[src/verilog/i2c_periph_params.svh]
// register offsets, reset defaults and FIFO sizing for the I2C peripheral bridge
`ifndef I2C_PERIPH_PARAMS_SVH
`define I2C_PERIPH_PARAMS_SVH

// I2C engine configuration, written by APB only
`define REG_DEV_ADDR        8'h00
`define REG_ENABLE          8'h01
`define REG_DEBOUNCE        8'h02
`define REG_SCL_DLY         8'h03
`define REG_SDA_DLY         8'h04

`define REG_MSG_TOAPB       8'h10
`define REG_MSG_TOAPB_ST    8'h11
`define REG_MSG_TOI2C       8'h12
`define REG_MSG_TOI2C_ST    8'h13

`define REG_FIFO_TOAPB_WR   8'h20
`define REG_FIFO_TOAPB_RD   8'h21
`define REG_FIFO_TOAPB_WFLG 8'h23
`define REG_FIFO_TOAPB_RFLG 8'h24
`define REG_FIFO_TOI2C_WR   8'h30
`define REG_FIFO_TOI2C_RD   8'h31
`define REG_FIFO_TOI2C_WFLG 8'h33
`define REG_FIFO_TOI2C_RFLG 8'h34

// status +0, enable +1, select a +2, select b +3
`define REG_IRQ_I2C_BASE    8'h40
`define REG_IRQ_APB_BASE    8'h50

`define DEF_DEV_ADDR        7'h6F
`define DEF_DEBOUNCE        8'd20
`define DEF_SCL_DLY         8'd20
`define DEF_SDA_DLY         8'd8

`define FIFO_DEPTH          16
`define FIFO_PTR_W          4

`endif

[src/verilog/i2c_periph_pkg.sv]
// vector types and mailbox state encoding shared by the I2C peripheral bridge
package i2c_periph_pkg;

  typedef logic [7:0]  byte_t;      // data byte or register value
  typedef logic [7:0]  reg_idx_t;   // register index, same on both hosts
  typedef logic [11:0] apb_addr_t;  // APB byte address
  typedef logic [6:0]  dev_addr_t;  // 7-bit I2C device address
  typedef logic [2:0]  fifo_flag_t; // FIFO level code
  typedef logic [2:0]  irq_vec_t;   // {flag a, flag b, mailbox}

  // single-byte mailbox occupancy
  typedef enum logic {
    MBOX_EMPTY,
    MBOX_PENDING
  } mbox_state_t;

endpackage

[src/verilog/byte_fifo.sv]
// synchronous show-ahead byte FIFO with fill count and write/read level codes
`include "i2c_periph_params.svh"

module byte_fifo import i2c_periph_pkg::*; (
  input  logic       rst_i,
  input  logic       clk_i,
  input  logic       push_i,
  input  byte_t      wdata_i,
  input  logic       pop_i,
  output byte_t      head_o,
  output fifo_flag_t wr_flags_o,
  output fifo_flag_t rd_flags_o,
  output logic       full_o,
  output logic       empty_o
);

  byte_t                  mem [`FIFO_DEPTH];
  logic [`FIFO_PTR_W-1:0] wr_ptr;
  logic [`FIFO_PTR_W-1:0] rd_ptr;
  logic [`FIFO_PTR_W:0]   count;
  logic                   do_push;
  logic                   do_pop;

  assign full_o  = (count == (`FIFO_PTR_W+1)'(`FIFO_DEPTH));
  assign empty_o = (count == '0);
  assign do_push = push_i && !full_o; // overflow byte is dropped
  assign do_pop  = pop_i && !empty_o;
  assign head_o  = mem[rd_ptr];       // show-ahead

  always_ff @(posedge rst_i) begin
    if (do_push) begin
      mem[wr_ptr] <= wdata_i;
    end
  end

  always_ff @(posedge rst_i or posedge clk_i) begin
    if (clk_i) begin
      wr_ptr <= '0;
      rd_ptr <= '0;
      count  <= '0;
    end else begin
      if (do_push) wr_ptr <= wr_ptr + 1'b1; // depth is a power of two, pointers wrap
      if (do_pop) rd_ptr <= rd_ptr + 1'b1;
      case ({do_push, do_pop})
        2'b10:   count <= count + 1'b1;
        2'b01:   count <= count - 1'b1;
        default: ;
      endcase
    end
  end

  // level code from fill count
  always_comb begin
    if (count == 5'd0) rd_flags_o = 3'd0;
    else if (count == 5'd1) rd_flags_o = 3'd1;
    else if (count < 5'd4) rd_flags_o = 3'd2;
    else if (count < 5'd8) rd_flags_o = 3'd3;
    else if (count < 5'd12) rd_flags_o = 3'd4;
    else if (count < 5'd15) rd_flags_o = 3'd5;
    else if (count == 5'd15) rd_flags_o = 3'd6;
    else rd_flags_o = 3'd7;
  end

  assign wr_flags_o = 3'd7 - rd_flags_o; // write side sees the mirror code

  a_count_bound: assert property (@(posedge rst_i) disable iff (clk_i)
    count <= (`FIFO_PTR_W+1)'(`FIFO_DEPTH));

endmodule

[src/verilog/msg_mailbox.sv]
// single-byte message register with pending flag state machine
module msg_mailbox import i2c_periph_pkg::*; (
  input  logic  rst_i,
  input  logic  clk_i,
  input  logic  wr_i,
  input  byte_t wdata_i,
  input  logic  rd_done_i,
  output byte_t data_o,
  output logic  pending_o
);

  mbox_state_t state;

  always_ff @(posedge rst_i or posedge clk_i) begin
    if (clk_i) begin
      state  <= MBOX_EMPTY;
      data_o <= '0;
    end else begin
      if (wr_i) data_o <= wdata_i; // every write replaces the byte
      case (state)
        MBOX_EMPTY: begin
          if (wr_i) state <= MBOX_PENDING;
        end
        MBOX_PENDING: begin
          // a fresh write beats a read completing in the same cycle
          if (rd_done_i && !wr_i) state <= MBOX_EMPTY;
        end
        default: state <= MBOX_EMPTY;
      endcase
    end
  end

  assign pending_o = (state == MBOX_PENDING);

endmodule

[src/verilog/irq_gen.sv]
// interrupt enable and flag select registers, status vector and line for one host
module irq_gen import i2c_periph_pkg::*; (
  input  logic       rst_i,
  input  logic       clk_i,
  input  logic       cfg_wr_i,
  input  logic [1:0] cfg_idx_i,   // offset inside the irq block
  input  byte_t      cfg_data_i,
  input  fifo_flag_t flag_a_i,
  input  fifo_flag_t flag_b_i,
  input  logic       msg_pend_i,
  output irq_vec_t   enable_o,
  output byte_t      sel_a_o,
  output byte_t      sel_b_o,
  output irq_vec_t   status_o,
  output logic       irq_o
);

  always_ff @(posedge rst_i or posedge clk_i) begin
    if (clk_i) begin
      enable_o <= '0;
      sel_a_o  <= '0;
      sel_b_o  <= '0;
    end else if (cfg_wr_i) begin
      case (cfg_idx_i)
        2'd1:    enable_o <= cfg_data_i[2:0];
        2'd2:    sel_a_o  <= cfg_data_i;
        2'd3:    sel_b_o  <= cfg_data_i;
        default: ; // status is read only
      endcase
    end
  end

  // each select bit picks one level code
  assign status_o[2] = enable_o[2] && sel_a_o[flag_a_i];
  assign status_o[1] = enable_o[1] && sel_b_o[flag_b_i];
  assign status_o[0] = enable_o[0] && msg_pend_i;
  assign irq_o       = |status_o;

  // status sits at offset 0 and takes no writes
  a_cfg_idx_writable: assert property (@(posedge rst_i) disable iff (clk_i)
    cfg_wr_i |-> (cfg_idx_i != 2'd0));

endmodule

[src/verilog/apb_reg_port.sv]
// APB register port: configuration registers, write and read decode, strobes, read mux
`include "i2c_periph_params.svh"

module apb_reg_port import i2c_periph_pkg::*; (
  input  logic        rst_i,
  input  logic        clk_i,
  input  apb_addr_t   apb_waddr_i,
  input  logic [31:0] apb_wdata_i,
  input  logic        apb_wr_en_i,
  input  apb_addr_t   apb_raddr_i,
  input  logic        apb_rd_done_i,
  input  byte_t       msg_toapb_i,
  input  logic        msg_toapb_pend_i,
  input  byte_t       msg_toi2c_i,
  input  logic        msg_toi2c_pend_i,
  input  byte_t       fifo_toapb_head_i,
  input  fifo_flag_t  fifo_toapb_wflg_i,
  input  fifo_flag_t  fifo_toapb_rflg_i,
  input  fifo_flag_t  fifo_toi2c_wflg_i,
  input  fifo_flag_t  fifo_toi2c_rflg_i,
  input  irq_vec_t    i2c_irq_status_i,
  input  irq_vec_t    i2c_irq_enable_i,
  input  byte_t       i2c_irq_sel_a_i,
  input  byte_t       i2c_irq_sel_b_i,
  input  irq_vec_t    apb_irq_status_i,
  input  irq_vec_t    apb_irq_enable_i,
  input  byte_t       apb_irq_sel_a_i,
  input  byte_t       apb_irq_sel_b_i,
  output dev_addr_t   dev_addr_o,
  output logic        enable_o,
  output byte_t       debounce_len_o,
  output byte_t       scl_dly_o,
  output byte_t       sda_dly_o,
  output logic        msg_wr_o,
  output logic        fifo_push_o,
  output byte_t       fifo_wdata_o,
  output logic        fifo_pop_o,
  output logic        msg_rd_done_o,
  output logic        irq_cfg_wr_o,
  output logic [1:0]  irq_cfg_idx_o,
  output byte_t       irq_cfg_data_o,
  output logic [31:0] apb_rdata_o
);

  reg_idx_t wr_idx;
  reg_idx_t rd_idx;
  logic     wr_ok;
  logic     rd_ok;
  logic     rd_done_ok;
  byte_t    wr_byte;
  byte_t    rd_mux;

  // registers sit on word addresses and the upper window is unmapped
  assign wr_ok      = apb_wr_en_i && (apb_waddr_i[11:10] == 2'b00);
  assign wr_idx     = apb_waddr_i[9:2];
  assign rd_ok      = (apb_raddr_i[11:10] == 2'b00);
  assign rd_idx     = apb_raddr_i[9:2];
  assign rd_done_ok = apb_rd_done_i && rd_ok;

  always_ff @(posedge rst_i or posedge clk_i) begin
    if (clk_i) begin
      dev_addr_o     <= `DEF_DEV_ADDR;
      enable_o       <= 1'b0;
      debounce_len_o <= `DEF_DEBOUNCE;
      scl_dly_o      <= `DEF_SCL_DLY;
      sda_dly_o      <= `DEF_SDA_DLY;
    end else if (wr_ok) begin
      case (wr_idx)
        `REG_DEV_ADDR: dev_addr_o     <= apb_wdata_i[6:0];
        `REG_ENABLE:   enable_o       <= apb_wdata_i[0];
        `REG_DEBOUNCE: debounce_len_o <= apb_wdata_i[7:0];
        `REG_SCL_DLY:  scl_dly_o      <= apb_wdata_i[7:0];
        `REG_SDA_DLY:  sda_dly_o      <= apb_wdata_i[7:0];
        default:       ;
      endcase
    end
  end

  always_ff @(posedge rst_i or posedge clk_i) begin
    if (clk_i) begin
      msg_wr_o      <= 1'b0;
      fifo_push_o   <= 1'b0;
      irq_cfg_wr_o  <= 1'b0;
      fifo_pop_o    <= 1'b0;
      msg_rd_done_o <= 1'b0;
      apb_rdata_o   <= '0;
    end else begin
      msg_wr_o      <= wr_ok && (wr_idx == `REG_MSG_TOI2C);
      fifo_push_o   <= wr_ok && (wr_idx == `REG_FIFO_TOI2C_WR);
      irq_cfg_wr_o  <= wr_ok && ((wr_idx & 8'hFC) == `REG_IRQ_APB_BASE) && (wr_idx[1:0] != 2'd0);
      fifo_pop_o    <= rd_done_ok && (rd_idx == `REG_FIFO_TOAPB_RD);
      msg_rd_done_o <= rd_done_ok && (rd_idx == `REG_MSG_TOAPB);
      apb_rdata_o   <= {24'h0, rd_mux};
    end
  end

  // write byte and irq offset travel with the strobes
  always_ff @(posedge rst_i) begin
    if (wr_ok) begin
      wr_byte       <= apb_wdata_i[7:0];
      irq_cfg_idx_o <= wr_idx[1:0];
    end
  end

  assign fifo_wdata_o   = wr_byte; // also the mailbox data byte
  assign irq_cfg_data_o = wr_byte;

  always_comb begin
    rd_mux = 8'h00;
    if (rd_ok) begin
      case (rd_idx)
        `REG_DEV_ADDR:            rd_mux = {1'b0, dev_addr_o};
        `REG_ENABLE:              rd_mux = {7'b0, enable_o};
        `REG_DEBOUNCE:            rd_mux = debounce_len_o;
        `REG_SCL_DLY:             rd_mux = scl_dly_o;
        `REG_SDA_DLY:             rd_mux = sda_dly_o;
        `REG_MSG_TOAPB:           rd_mux = msg_toapb_i;
        `REG_MSG_TOAPB_ST:        rd_mux = {7'b0, msg_toapb_pend_i};
        `REG_MSG_TOI2C:           rd_mux = msg_toi2c_i;
        `REG_MSG_TOI2C_ST:        rd_mux = {7'b0, msg_toi2c_pend_i};
        `REG_FIFO_TOAPB_RD:       rd_mux = fifo_toapb_head_i;
        `REG_FIFO_TOAPB_WFLG:     rd_mux = {5'b0, fifo_toapb_wflg_i};
        `REG_FIFO_TOAPB_RFLG:     rd_mux = {5'b0, fifo_toapb_rflg_i};
        `REG_FIFO_TOI2C_WFLG:     rd_mux = {5'b0, fifo_toi2c_wflg_i};
        `REG_FIFO_TOI2C_RFLG:     rd_mux = {5'b0, fifo_toi2c_rflg_i};
        `REG_IRQ_I2C_BASE:        rd_mux = {5'b0, i2c_irq_status_i};
        `REG_IRQ_I2C_BASE + 8'd1: rd_mux = {5'b0, i2c_irq_enable_i};
        `REG_IRQ_I2C_BASE + 8'd2: rd_mux = i2c_irq_sel_a_i;
        `REG_IRQ_I2C_BASE + 8'd3: rd_mux = i2c_irq_sel_b_i;
        `REG_IRQ_APB_BASE:        rd_mux = {5'b0, apb_irq_status_i};
        `REG_IRQ_APB_BASE + 8'd1: rd_mux = {5'b0, apb_irq_enable_i};
        `REG_IRQ_APB_BASE + 8'd2: rd_mux = apb_irq_sel_a_i;
        `REG_IRQ_APB_BASE + 8'd3: rd_mux = apb_irq_sel_b_i;
        default:                  rd_mux = 8'h00; // write-only data ports read zero
      endcase
    end
  end

  // fifo_wdata_o feeds both the mailbox and the FIFO so only one strobe fires at a time
  a_push_msg_excl: assert property (@(posedge rst_i) disable iff (clk_i)
    !(fifo_push_o && msg_wr_o));

endmodule

[src/verilog/i2c_reg_port.sv]
// I2C register port: address decode, registered strobes and registered read mux
`include "i2c_periph_params.svh"

module i2c_reg_port import i2c_periph_pkg::*; (
  input  logic       rst_i,
  input  logic       clk_i,
  input  reg_idx_t   i2c_addr_i,
  input  byte_t      i2c_wdata_i,
  input  logic       i2c_wr_en_i,
  input  logic       i2c_rd_done_i,
  input  dev_addr_t  dev_addr_i,
  input  logic       enable_i,
  input  byte_t      debounce_len_i,
  input  byte_t      scl_dly_i,
  input  byte_t      sda_dly_i,
  input  byte_t      msg_toapb_i,
  input  logic       msg_toapb_pend_i,
  input  byte_t      msg_toi2c_i,
  input  logic       msg_toi2c_pend_i,
  input  byte_t      fifo_toi2c_head_i,
  input  fifo_flag_t fifo_toapb_wflg_i,
  input  fifo_flag_t fifo_toapb_rflg_i,
  input  fifo_flag_t fifo_toi2c_wflg_i,
  input  fifo_flag_t fifo_toi2c_rflg_i,
  input  irq_vec_t   i2c_irq_status_i,
  input  irq_vec_t   i2c_irq_enable_i,
  input  byte_t      i2c_irq_sel_a_i,
  input  byte_t      i2c_irq_sel_b_i,
  input  irq_vec_t   apb_irq_status_i,
  input  irq_vec_t   apb_irq_enable_i,
  input  byte_t      apb_irq_sel_a_i,
  input  byte_t      apb_irq_sel_b_i,
  output logic       msg_wr_o,
  output logic       fifo_push_o,
  output byte_t      fifo_wdata_o,
  output logic       fifo_pop_o,
  output logic       msg_rd_done_o,
  output logic       irq_cfg_wr_o,
  output logic [1:0] irq_cfg_idx_o,
  output byte_t      irq_cfg_data_o,
  output byte_t      i2c_rdata_o
);

  byte_t wr_byte;
  byte_t rd_mux;

  always_ff @(posedge rst_i or posedge clk_i) begin
    if (clk_i) begin
      msg_wr_o      <= 1'b0;
      fifo_push_o   <= 1'b0;
      irq_cfg_wr_o  <= 1'b0;
      fifo_pop_o    <= 1'b0;
      msg_rd_done_o <= 1'b0;
      i2c_rdata_o   <= '0;
    end else begin
      msg_wr_o      <= i2c_wr_en_i && (i2c_addr_i == `REG_MSG_TOAPB);
      fifo_push_o   <= i2c_wr_en_i && (i2c_addr_i == `REG_FIFO_TOAPB_WR);
      irq_cfg_wr_o  <= i2c_wr_en_i && ((i2c_addr_i & 8'hFC) == `REG_IRQ_I2C_BASE)
                       && (i2c_addr_i[1:0] != 2'd0);
      fifo_pop_o    <= i2c_rd_done_i && (i2c_addr_i == `REG_FIFO_TOI2C_RD);
      msg_rd_done_o <= i2c_rd_done_i && (i2c_addr_i == `REG_MSG_TOI2C);
      i2c_rdata_o   <= rd_mux;
    end
  end

  always_ff @(posedge rst_i) begin
    if (i2c_wr_en_i) begin
      wr_byte       <= i2c_wdata_i;
      irq_cfg_idx_o <= i2c_addr_i[1:0];
    end
  end

  assign fifo_wdata_o   = wr_byte;
  assign irq_cfg_data_o = wr_byte;

  // no window gate on this side, unmapped reads give zero
  always_comb begin
    case (i2c_addr_i)
      `REG_DEV_ADDR:            rd_mux = {1'b0, dev_addr_i};
      `REG_ENABLE:              rd_mux = {7'b0, enable_i};
      `REG_DEBOUNCE:            rd_mux = debounce_len_i;
      `REG_SCL_DLY:             rd_mux = scl_dly_i;
      `REG_SDA_DLY:             rd_mux = sda_dly_i;
      `REG_MSG_TOAPB:           rd_mux = msg_toapb_i;
      `REG_MSG_TOAPB_ST:        rd_mux = {7'b0, msg_toapb_pend_i};
      `REG_MSG_TOI2C:           rd_mux = msg_toi2c_i;
      `REG_MSG_TOI2C_ST:        rd_mux = {7'b0, msg_toi2c_pend_i};
      `REG_FIFO_TOI2C_RD:       rd_mux = fifo_toi2c_head_i;
      `REG_FIFO_TOAPB_WFLG:     rd_mux = {5'b0, fifo_toapb_wflg_i};
      `REG_FIFO_TOAPB_RFLG:     rd_mux = {5'b0, fifo_toapb_rflg_i};
      `REG_FIFO_TOI2C_WFLG:     rd_mux = {5'b0, fifo_toi2c_wflg_i};
      `REG_FIFO_TOI2C_RFLG:     rd_mux = {5'b0, fifo_toi2c_rflg_i};
      `REG_IRQ_I2C_BASE:        rd_mux = {5'b0, i2c_irq_status_i};
      `REG_IRQ_I2C_BASE + 8'd1: rd_mux = {5'b0, i2c_irq_enable_i};
      `REG_IRQ_I2C_BASE + 8'd2: rd_mux = i2c_irq_sel_a_i;
      `REG_IRQ_I2C_BASE + 8'd3: rd_mux = i2c_irq_sel_b_i;
      `REG_IRQ_APB_BASE:        rd_mux = {5'b0, apb_irq_status_i};
      `REG_IRQ_APB_BASE + 8'd1: rd_mux = {5'b0, apb_irq_enable_i};
      `REG_IRQ_APB_BASE + 8'd2: rd_mux = apb_irq_sel_a_i;
      `REG_IRQ_APB_BASE + 8'd3: rd_mux = apb_irq_sel_b_i;
      default:                  rd_mux = 8'h00;
    endcase
  end

endmodule

[src/verilog/i2c_periph_top.sv]
// top level: APB and I2C register ports, mailboxes, FIFOs and interrupt blocks
module i2c_periph_top import i2c_periph_pkg::*; (
  input  logic        rst_i,
  input  logic        clk_i,
  input  apb_addr_t   apb_waddr_i,
  input  logic [31:0] apb_wdata_i,
  input  logic        apb_wr_en_i,
  input  apb_addr_t   apb_raddr_i,
  input  logic        apb_rd_done_i,
  input  reg_idx_t    i2c_addr_i,
  input  byte_t       i2c_wdata_i,
  input  logic        i2c_wr_en_i,
  input  logic        i2c_rd_done_i,
  output logic [31:0] apb_rdata_o,
  output byte_t       i2c_rdata_o,
  output dev_addr_t   dev_addr_o,
  output logic        enable_o,
  output byte_t       debounce_len_o,
  output byte_t       scl_dly_o,
  output byte_t       sda_dly_o,
  output logic        i2c_irq_o,
  output logic        apb_irq_o
);

  // strobes out of each port
  logic       apb_msg_wr, apb_push, apb_pop, apb_msg_rd_done, apb_cfg_wr;
  logic       i2c_msg_wr, i2c_push, i2c_pop, i2c_msg_rd_done, i2c_cfg_wr;
  logic [1:0] apb_cfg_idx, i2c_cfg_idx;
  byte_t      apb_wbyte, apb_cfg_data, i2c_wbyte, i2c_cfg_data;

  // mailbox and FIFO state
  byte_t      toapb_msg, toi2c_msg, toapb_head, toi2c_head;
  logic       toapb_pend, toi2c_pend;
  fifo_flag_t toapb_wflg, toapb_rflg, toi2c_wflg, toi2c_rflg;

  // interrupt block registers
  irq_vec_t   i2c_irq_status, i2c_irq_en, apb_irq_status, apb_irq_en;
  byte_t      i2c_irq_sel_a, i2c_irq_sel_b, apb_irq_sel_a, apb_irq_sel_b;

  apb_reg_port u_apb_port (
    .rst_i(rst_i), .clk_i(clk_i),
    .apb_waddr_i(apb_waddr_i), .apb_wdata_i(apb_wdata_i), .apb_wr_en_i(apb_wr_en_i),
    .apb_raddr_i(apb_raddr_i), .apb_rd_done_i(apb_rd_done_i),
    .msg_toapb_i(toapb_msg), .msg_toapb_pend_i(toapb_pend),
    .msg_toi2c_i(toi2c_msg), .msg_toi2c_pend_i(toi2c_pend),
    .fifo_toapb_head_i(toapb_head),
    .fifo_toapb_wflg_i(toapb_wflg), .fifo_toapb_rflg_i(toapb_rflg),
    .fifo_toi2c_wflg_i(toi2c_wflg), .fifo_toi2c_rflg_i(toi2c_rflg),
    .i2c_irq_status_i(i2c_irq_status), .i2c_irq_enable_i(i2c_irq_en),
    .i2c_irq_sel_a_i(i2c_irq_sel_a), .i2c_irq_sel_b_i(i2c_irq_sel_b),
    .apb_irq_status_i(apb_irq_status), .apb_irq_enable_i(apb_irq_en),
    .apb_irq_sel_a_i(apb_irq_sel_a), .apb_irq_sel_b_i(apb_irq_sel_b),
    .dev_addr_o(dev_addr_o), .enable_o(enable_o), .debounce_len_o(debounce_len_o),
    .scl_dly_o(scl_dly_o), .sda_dly_o(sda_dly_o),
    .msg_wr_o(apb_msg_wr), .fifo_push_o(apb_push), .fifo_wdata_o(apb_wbyte),
    .fifo_pop_o(apb_pop), .msg_rd_done_o(apb_msg_rd_done),
    .irq_cfg_wr_o(apb_cfg_wr), .irq_cfg_idx_o(apb_cfg_idx), .irq_cfg_data_o(apb_cfg_data),
    .apb_rdata_o(apb_rdata_o)
  );

  i2c_reg_port u_i2c_port (
    .rst_i(rst_i), .clk_i(clk_i),
    .i2c_addr_i(i2c_addr_i), .i2c_wdata_i(i2c_wdata_i), .i2c_wr_en_i(i2c_wr_en_i),
    .i2c_rd_done_i(i2c_rd_done_i),
    .dev_addr_i(dev_addr_o), .enable_i(enable_o), .debounce_len_i(debounce_len_o),
    .scl_dly_i(scl_dly_o), .sda_dly_i(sda_dly_o),
    .msg_toapb_i(toapb_msg), .msg_toapb_pend_i(toapb_pend),
    .msg_toi2c_i(toi2c_msg), .msg_toi2c_pend_i(toi2c_pend),
    .fifo_toi2c_head_i(toi2c_head),
    .fifo_toapb_wflg_i(toapb_wflg), .fifo_toapb_rflg_i(toapb_rflg),
    .fifo_toi2c_wflg_i(toi2c_wflg), .fifo_toi2c_rflg_i(toi2c_rflg),
    .i2c_irq_status_i(i2c_irq_status), .i2c_irq_enable_i(i2c_irq_en),
    .i2c_irq_sel_a_i(i2c_irq_sel_a), .i2c_irq_sel_b_i(i2c_irq_sel_b),
    .apb_irq_status_i(apb_irq_status), .apb_irq_enable_i(apb_irq_en),
    .apb_irq_sel_a_i(apb_irq_sel_a), .apb_irq_sel_b_i(apb_irq_sel_b),
    .msg_wr_o(i2c_msg_wr), .fifo_push_o(i2c_push), .fifo_wdata_o(i2c_wbyte),
    .fifo_pop_o(i2c_pop), .msg_rd_done_o(i2c_msg_rd_done),
    .irq_cfg_wr_o(i2c_cfg_wr), .irq_cfg_idx_o(i2c_cfg_idx), .irq_cfg_data_o(i2c_cfg_data),
    .i2c_rdata_o(i2c_rdata_o)
  );

  // written by I2C, drained by APB
  msg_mailbox u_mbox_toapb (
    .rst_i(rst_i), .clk_i(clk_i), .wr_i(i2c_msg_wr), .wdata_i(i2c_wbyte),
    .rd_done_i(apb_msg_rd_done), .data_o(toapb_msg), .pending_o(toapb_pend)
  );

  msg_mailbox u_mbox_toi2c (
    .rst_i(rst_i), .clk_i(clk_i), .wr_i(apb_msg_wr), .wdata_i(apb_wbyte),
    .rd_done_i(i2c_msg_rd_done), .data_o(toi2c_msg), .pending_o(toi2c_pend)
  );

  byte_fifo u_fifo_toapb (
    .rst_i(rst_i), .clk_i(clk_i), .push_i(i2c_push), .wdata_i(i2c_wbyte),
    .pop_i(apb_pop), .head_o(toapb_head), .wr_flags_o(toapb_wflg),
    .rd_flags_o(toapb_rflg), .full_o(), .empty_o()
  );

  byte_fifo u_fifo_toi2c (
    .rst_i(rst_i), .clk_i(clk_i), .push_i(apb_push), .wdata_i(apb_wbyte),
    .pop_i(i2c_pop), .head_o(toi2c_head), .wr_flags_o(toi2c_wflg),
    .rd_flags_o(toi2c_rflg), .full_o(), .empty_o()
  );

  // I2C host watches room in its outgoing FIFO and data in its incoming one
  irq_gen u_irq_i2c (
    .rst_i(rst_i), .clk_i(clk_i),
    .cfg_wr_i(i2c_cfg_wr), .cfg_idx_i(i2c_cfg_idx), .cfg_data_i(i2c_cfg_data),
    .flag_a_i(toapb_wflg), .flag_b_i(toi2c_rflg), .msg_pend_i(toi2c_pend),
    .enable_o(i2c_irq_en), .sel_a_o(i2c_irq_sel_a), .sel_b_o(i2c_irq_sel_b),
    .status_o(i2c_irq_status), .irq_o(i2c_irq_o)
  );

  irq_gen u_irq_apb (
    .rst_i(rst_i), .clk_i(clk_i),
    .cfg_wr_i(apb_cfg_wr), .cfg_idx_i(apb_cfg_idx), .cfg_data_i(apb_cfg_data),
    .flag_a_i(toi2c_wflg), .flag_b_i(toapb_rflg), .msg_pend_i(toapb_pend),
    .enable_o(apb_irq_en), .sel_a_o(apb_irq_sel_a), .sel_b_o(apb_irq_sel_b),
    .status_o(apb_irq_status), .irq_o(apb_irq_o)
  );

endmodule

[config.mk]
export PLATFORM = sky130hd
export DESIGN_NAME = i2c_periph_top
export DESIGN_NICKNAME = d
export VERILOG_FILES = /design/src/verilog/i2c_periph_pkg.sv /design/src/verilog/byte_fifo.sv /design/src/verilog/msg_mailbox.sv /design/src/verilog/irq_gen.sv /design/src/verilog/apb_reg_port.sv /design/src/verilog/i2c_reg_port.sv /design/src/verilog/i2c_periph_top.sv
export VERILOG_INCLUDE_DIRS = /design/src /design/src/verilog
export SDC_FILE = /design/constraint.sdc
export NUM_CORES = 1
export LEC_CHECK = 0
export BUFFER_PORTS_ARGS = -buffer_cell sky130_fd_sc_hd__buf_2
export CAP_MARGIN = 30
export CORE_MARGIN = 2
export CORE_UTILIZATION = 45
export CTS_BUF_LIST = sky130_fd_sc_hd__clkbuf_8
export CTS_CLUSTER_DIAMETER = 50
export DETAILED_ROUTE_END_ITERATION = 7
export GPL_TIMING_DRIVEN = 0
export PLACE_DENSITY_LB_ADDON = 0.12
export SYNTH_ARGS = -nofsm -noshare
export SYNTH_HDL_FRONTEND = slang
export SYNTH_SLANG_ARGS = --single-unit
[constraint.sdc]
create_clock -name rst_i -period 5.85 [get_ports rst_i]
set_clock_uncertainty 0.2 [all_clocks]
set_input_delay 1.17 -clock rst_i [delete_from_list [all_inputs] [get_ports rst_i]]
set_output_delay 1.17 -clock rst_i [all_outputs]
set_load 0.05 [all_outputs]
==> results_dict.tcl <==
set metrics [dict create \
    status "complete, no violations" \
    powerDensity_nw_per_um2 280 \
    min_delay_worst_endpoint "u_mbox_toapb.pending_o" \
    synth_area_um2 18500 \
    clock.fmax_mhz 204 \
    crit_path_max_fanout 10 \
    r2r_cells 13 \
    worst_hold_path_type "register to register" \
    slowest_stage_cell_cp "sky130_fd_sc_hd__dfrtp_1" \
    die-height_um 207 \
    die_area_um2 42700 \
    worst_r2r_startpoint "u_fifo_toapb.count[0]" \
    floorplan.core_area_um2 40600 \
    arrival_ns 3.53 \
    floorplan.initialDensity 0.454 \
    setup.worst_path.start_class "register" \
    cp.required_ns 4.48 \
    drt_drc 0 \
    synth_enable_flop_cells 276 \
    synth-seq-cells 416 \
    holdBufCountCts 0 \
    chipWidth_um 207 \
    layout_min_cycle_time_ns 4.90 \
    async_reset_ff_frac 0.337 \
    maximum_number_of_pins_on_one_net_before_global_route_repair 74 \
    tritoncts_num_sinks 416 \
    max_cap_violations 0 \
    clk_pin_slew_worst_paths_ns 0.05 \
    worst_setup_path_end_kind "primary output" \
    worst_skew_pair.late_latency_ns 0.64 \
    min_delay_startpoint "u_apb_port.msg_rd_done_o" \
    tritoncts_clock_tree "done" \
    cts-htree-levels 3 \
    dr.pass1.iters 8 \
    vias 11823 \
    drt-vias-per-instance 5.98 \
    post_cts_resize_count 0 \
    final_area_um2 21200 \
    postPlaceCellArea_um2 19800 \
    area_share_of_the_leading_cell_type_in_the_synthesized_netlist 0.449 \
    final.fill_count 3508 \
    synth_top_flop_cell "sky130_fd_sc_hd__edfxtp_1" \
    final_antenna_net_count 0 \
    setup-violations-final 0 \
    slew_headroom 0.357 \
    worstHoldPathCells 2 \
    antenna_cells 0 \
    final_net_count 1486 \
    multi_input_comb_area_um2 6270 \
    met2_resource_use_gr 0.388 \
    gp_congestion 0.993 \
    ctsRootBufferMaster "sky130_fd_sc_hd__clkbuf_8" \
    hold_viol_final 0 \
    groute.usage.overall 0.248 \
    static-leakage-power_uw 0.00818 \
    place.port_buffers 96 \
    max-vdd-ir-drop_mv 0.193 \
    synth_seq_area_share 0.639 \
    path_cells "inv_1 -> ha_1 -> or3_1 -> o211ai_1 -> a2111oi_0 -> a41oi_1 -> nand4b_1 -> nand3_1 -> buf_2" \
    area_growth_pct 14.7 \
    place_hpwl_mm 37.0 \
    grt_pass1_wl_mm 76.1 \
    setup_repair_after_global_routing_missed_its_margin "no" \
    synth_cell_type_count 77 \
    placementRows 74 \
    finalHoldWorstSlack_ns 0.332 \
    synth.area.top_cells "sky130_fd_sc_hd__edfxtp_1 45%, sky130_fd_sc_hd__dfrtp_1 17%, sky130_fd_sc_hd__mux4_2 9.6%, sky130_fd_sc_hd__mux2_2 5.6%, sky130_fd_sc_hd__dfstp_2 1.6%" \
    regArea_um2 11800 \
    synth.avg_cell_area_um2 15.6 \
    route.final.wire_length_mm 52.1 \
    post-route-period-util 0.838 \
    share_of_post_route_cells_with_drive_strength_above_1 0.303 \
    ctsLongestPathBuffers 3 \
    r2r_slack_ns 2.26 \
    cts_inserted_buffers 72 \
    synth_largest_area_cell "sky130_fd_sc_hd__edfxtp_1" \
    syn-instance-count 1182 \
    antenna_found_initial 3 \
    global_routing_s_busiest_layer "met2" \
    layout_top_registers "u_fifo_toapb.mem (128), u_fifo_toi2c.mem (128)" \
    worst_slew_pin_slew_ns 0.960 \
    r2r-end "u_fifo_toapb.count[3]" \
    gr-total-overflow 0 \
    wl_per_cell_um 26.3 \
    yosysWarningCount 0 \
    globalRouteMet3Util 0.0501 \
    slew_violations 0 \
    pin_count 152 \
    critical_path_class "register to primary output" \
    slowest_delay_ns 0.46 \
    drtIter0Drc 1457 \
    global_route.usage.met1 0.349 \
    worst_setup_path_startpoint "u_fifo_toi2c.count[0]" \
    first_global_vias 11422 \
    post_cts_buffers 0 \
]
-- kinds of logic after synthesis --
group,Yosys count,synth area share
other,1,0.000203
AOI/OAI and AO/OA,171,0.0729
buffers and inverters,108,0.0283
and+or+nand+nor,264,0.0775
DFF,416,0.639
adders and majority gates,21,0.0142
xor gates and xnor gates,20,0.00949
muxes,181,0.158
-- layout make-up --
cell class,count,share of cell area
multi-input combinational,681,0.296
buffer,74,0.0187
timing repair buffer,108,0.0274
clock inverter,55,0.0136
clock buffer,76,0.0494
tap,532,0.0314
inverter,34,0.00626
sequential,416,0.557
-- stage by stage --
stage                     instances  worst slack (ns)  power, uW  TNS (ns)   util
final                          1976             0.948       5940         0  0.521
after global routing           1976             0.671       6160         0  0.521
after CTS                      1976             0.979       6000         0  0.521
after detailed placement       1845              1.66       3520         0  0.488
after global placement         1833             -1.19       3510   -150.72  0.484
after floorplan                1205             0.745       3410         0      -
-- cell usage after synthesis, types with 7 or more instances --
library cell / n
sky130_fd_sc_hd__a222oi_1: 11
sky130_fd_sc_hd__a211oi_1: 7
sky130_fd_sc_hd__buf_1: 9
sky130_fd_sc_hd__nor2_1: 63
sky130_fd_sc_hd__and3_1: 12
sky130_fd_sc_hd__nand3b_1: 7
sky130_fd_sc_hd__nand4_1: 22
sky130_fd_sc_hd__inv_1: 34
sky130_fd_sc_hd__clkbuf_1: 29
sky130_fd_sc_hd__dfstp_2: 11
sky130_fd_sc_hd__xnor2_1: 16
sky130_fd_sc_hd__buf_2: 10
sky130_fd_sc_hd__nand2_1: 51
sky130_fd_sc_hd__and2_1: 12
sky130_fd_sc_hd__nand2b_1: 8
sky130_fd_sc_hd__mux4_2: 79
sky130_fd_sc_hd__nor4_1: 12
sky130_fd_sc_hd__mux2_2: 92
sky130_fd_sc_hd__buf_4: 24
sky130_fd_sc_hd__nand3_1: 19
sky130_fd_sc_hd__edfxtp_1: 276
sky130_fd_sc_hd__ha_1: 21
sky130_fd_sc_hd__o21ai_0: 14
sky130_fd_sc_hd__a21oi_1: 16
sky130_fd_sc_hd__a22oi_1: 23
sky130_fd_sc_hd__dfrtp_1: 129
sky130_fd_sc_hd__a22o_1: 18
sky130_fd_sc_hd__a221oi_1: 20
sky130_fd_sc_hd__nor3_1: 19
sky130_fd_sc_hd__mux2i_1: 10
-- placed cells by master, fill, tap and decap left out, drive strengths merged, types with 23 or more instances in the layout --
cell / count
a22oi: 23
buf: 153
clkbuf: 105
conb: 24
dfrtp: 129
edfxtp: 276
inv: 71
mux2: 92
mux4: 79
nand2: 51
nor2: 64
-- worst max-delay path by stage --
| stage | slack [ns] | end | cells past startpoint |
|---|---|---|---|
| finish | 0.95 | i2c_irq_o | 9 |
| global route | 0.67 | i2c_irq_o | 9 |
| CTS | 0.98 | i2c_irq_o | 9 |
| detailed placement | 1.66 | u_apb_port.apb_rdata_o[7] | 8 |
| global placement | -1.19 | u_fifo_toapb.wr_ptr[1] | 2 |
| floorplan | 0.75 | u_apb_port.apb_rdata_o[0] | 1 |
-- routing by layer --
| metal | routed length [um] | up-vias |
|---|---|---|
| met3 | 3680 | 93 |
| li1 | - | 5098 |
| met4 | 1340 | 4 |
| met1 | 22600 | 6110 |
| met5 | 22 | - |
| met2 | 24400 | 518 |
-- worst max-delay path: cells and delay by family (launching register included) --
| family | cells | cell delay, ns |
|---|---|---|
| compound gates | 3 | 0.94 |
| fa+ha+maj | 1 | 0.27 |
| buf+inv | 2 | 0.40 |
| simple gates | 3 | 0.83 |
| flops | 1 | 0.46 |
-- where the power goes --
group          internal (uW)  switching, uW
Sequential              3180           74.5
Clock                   1300           1180
Combinational           63.7            142
Power figures use the tool's default switching activity.
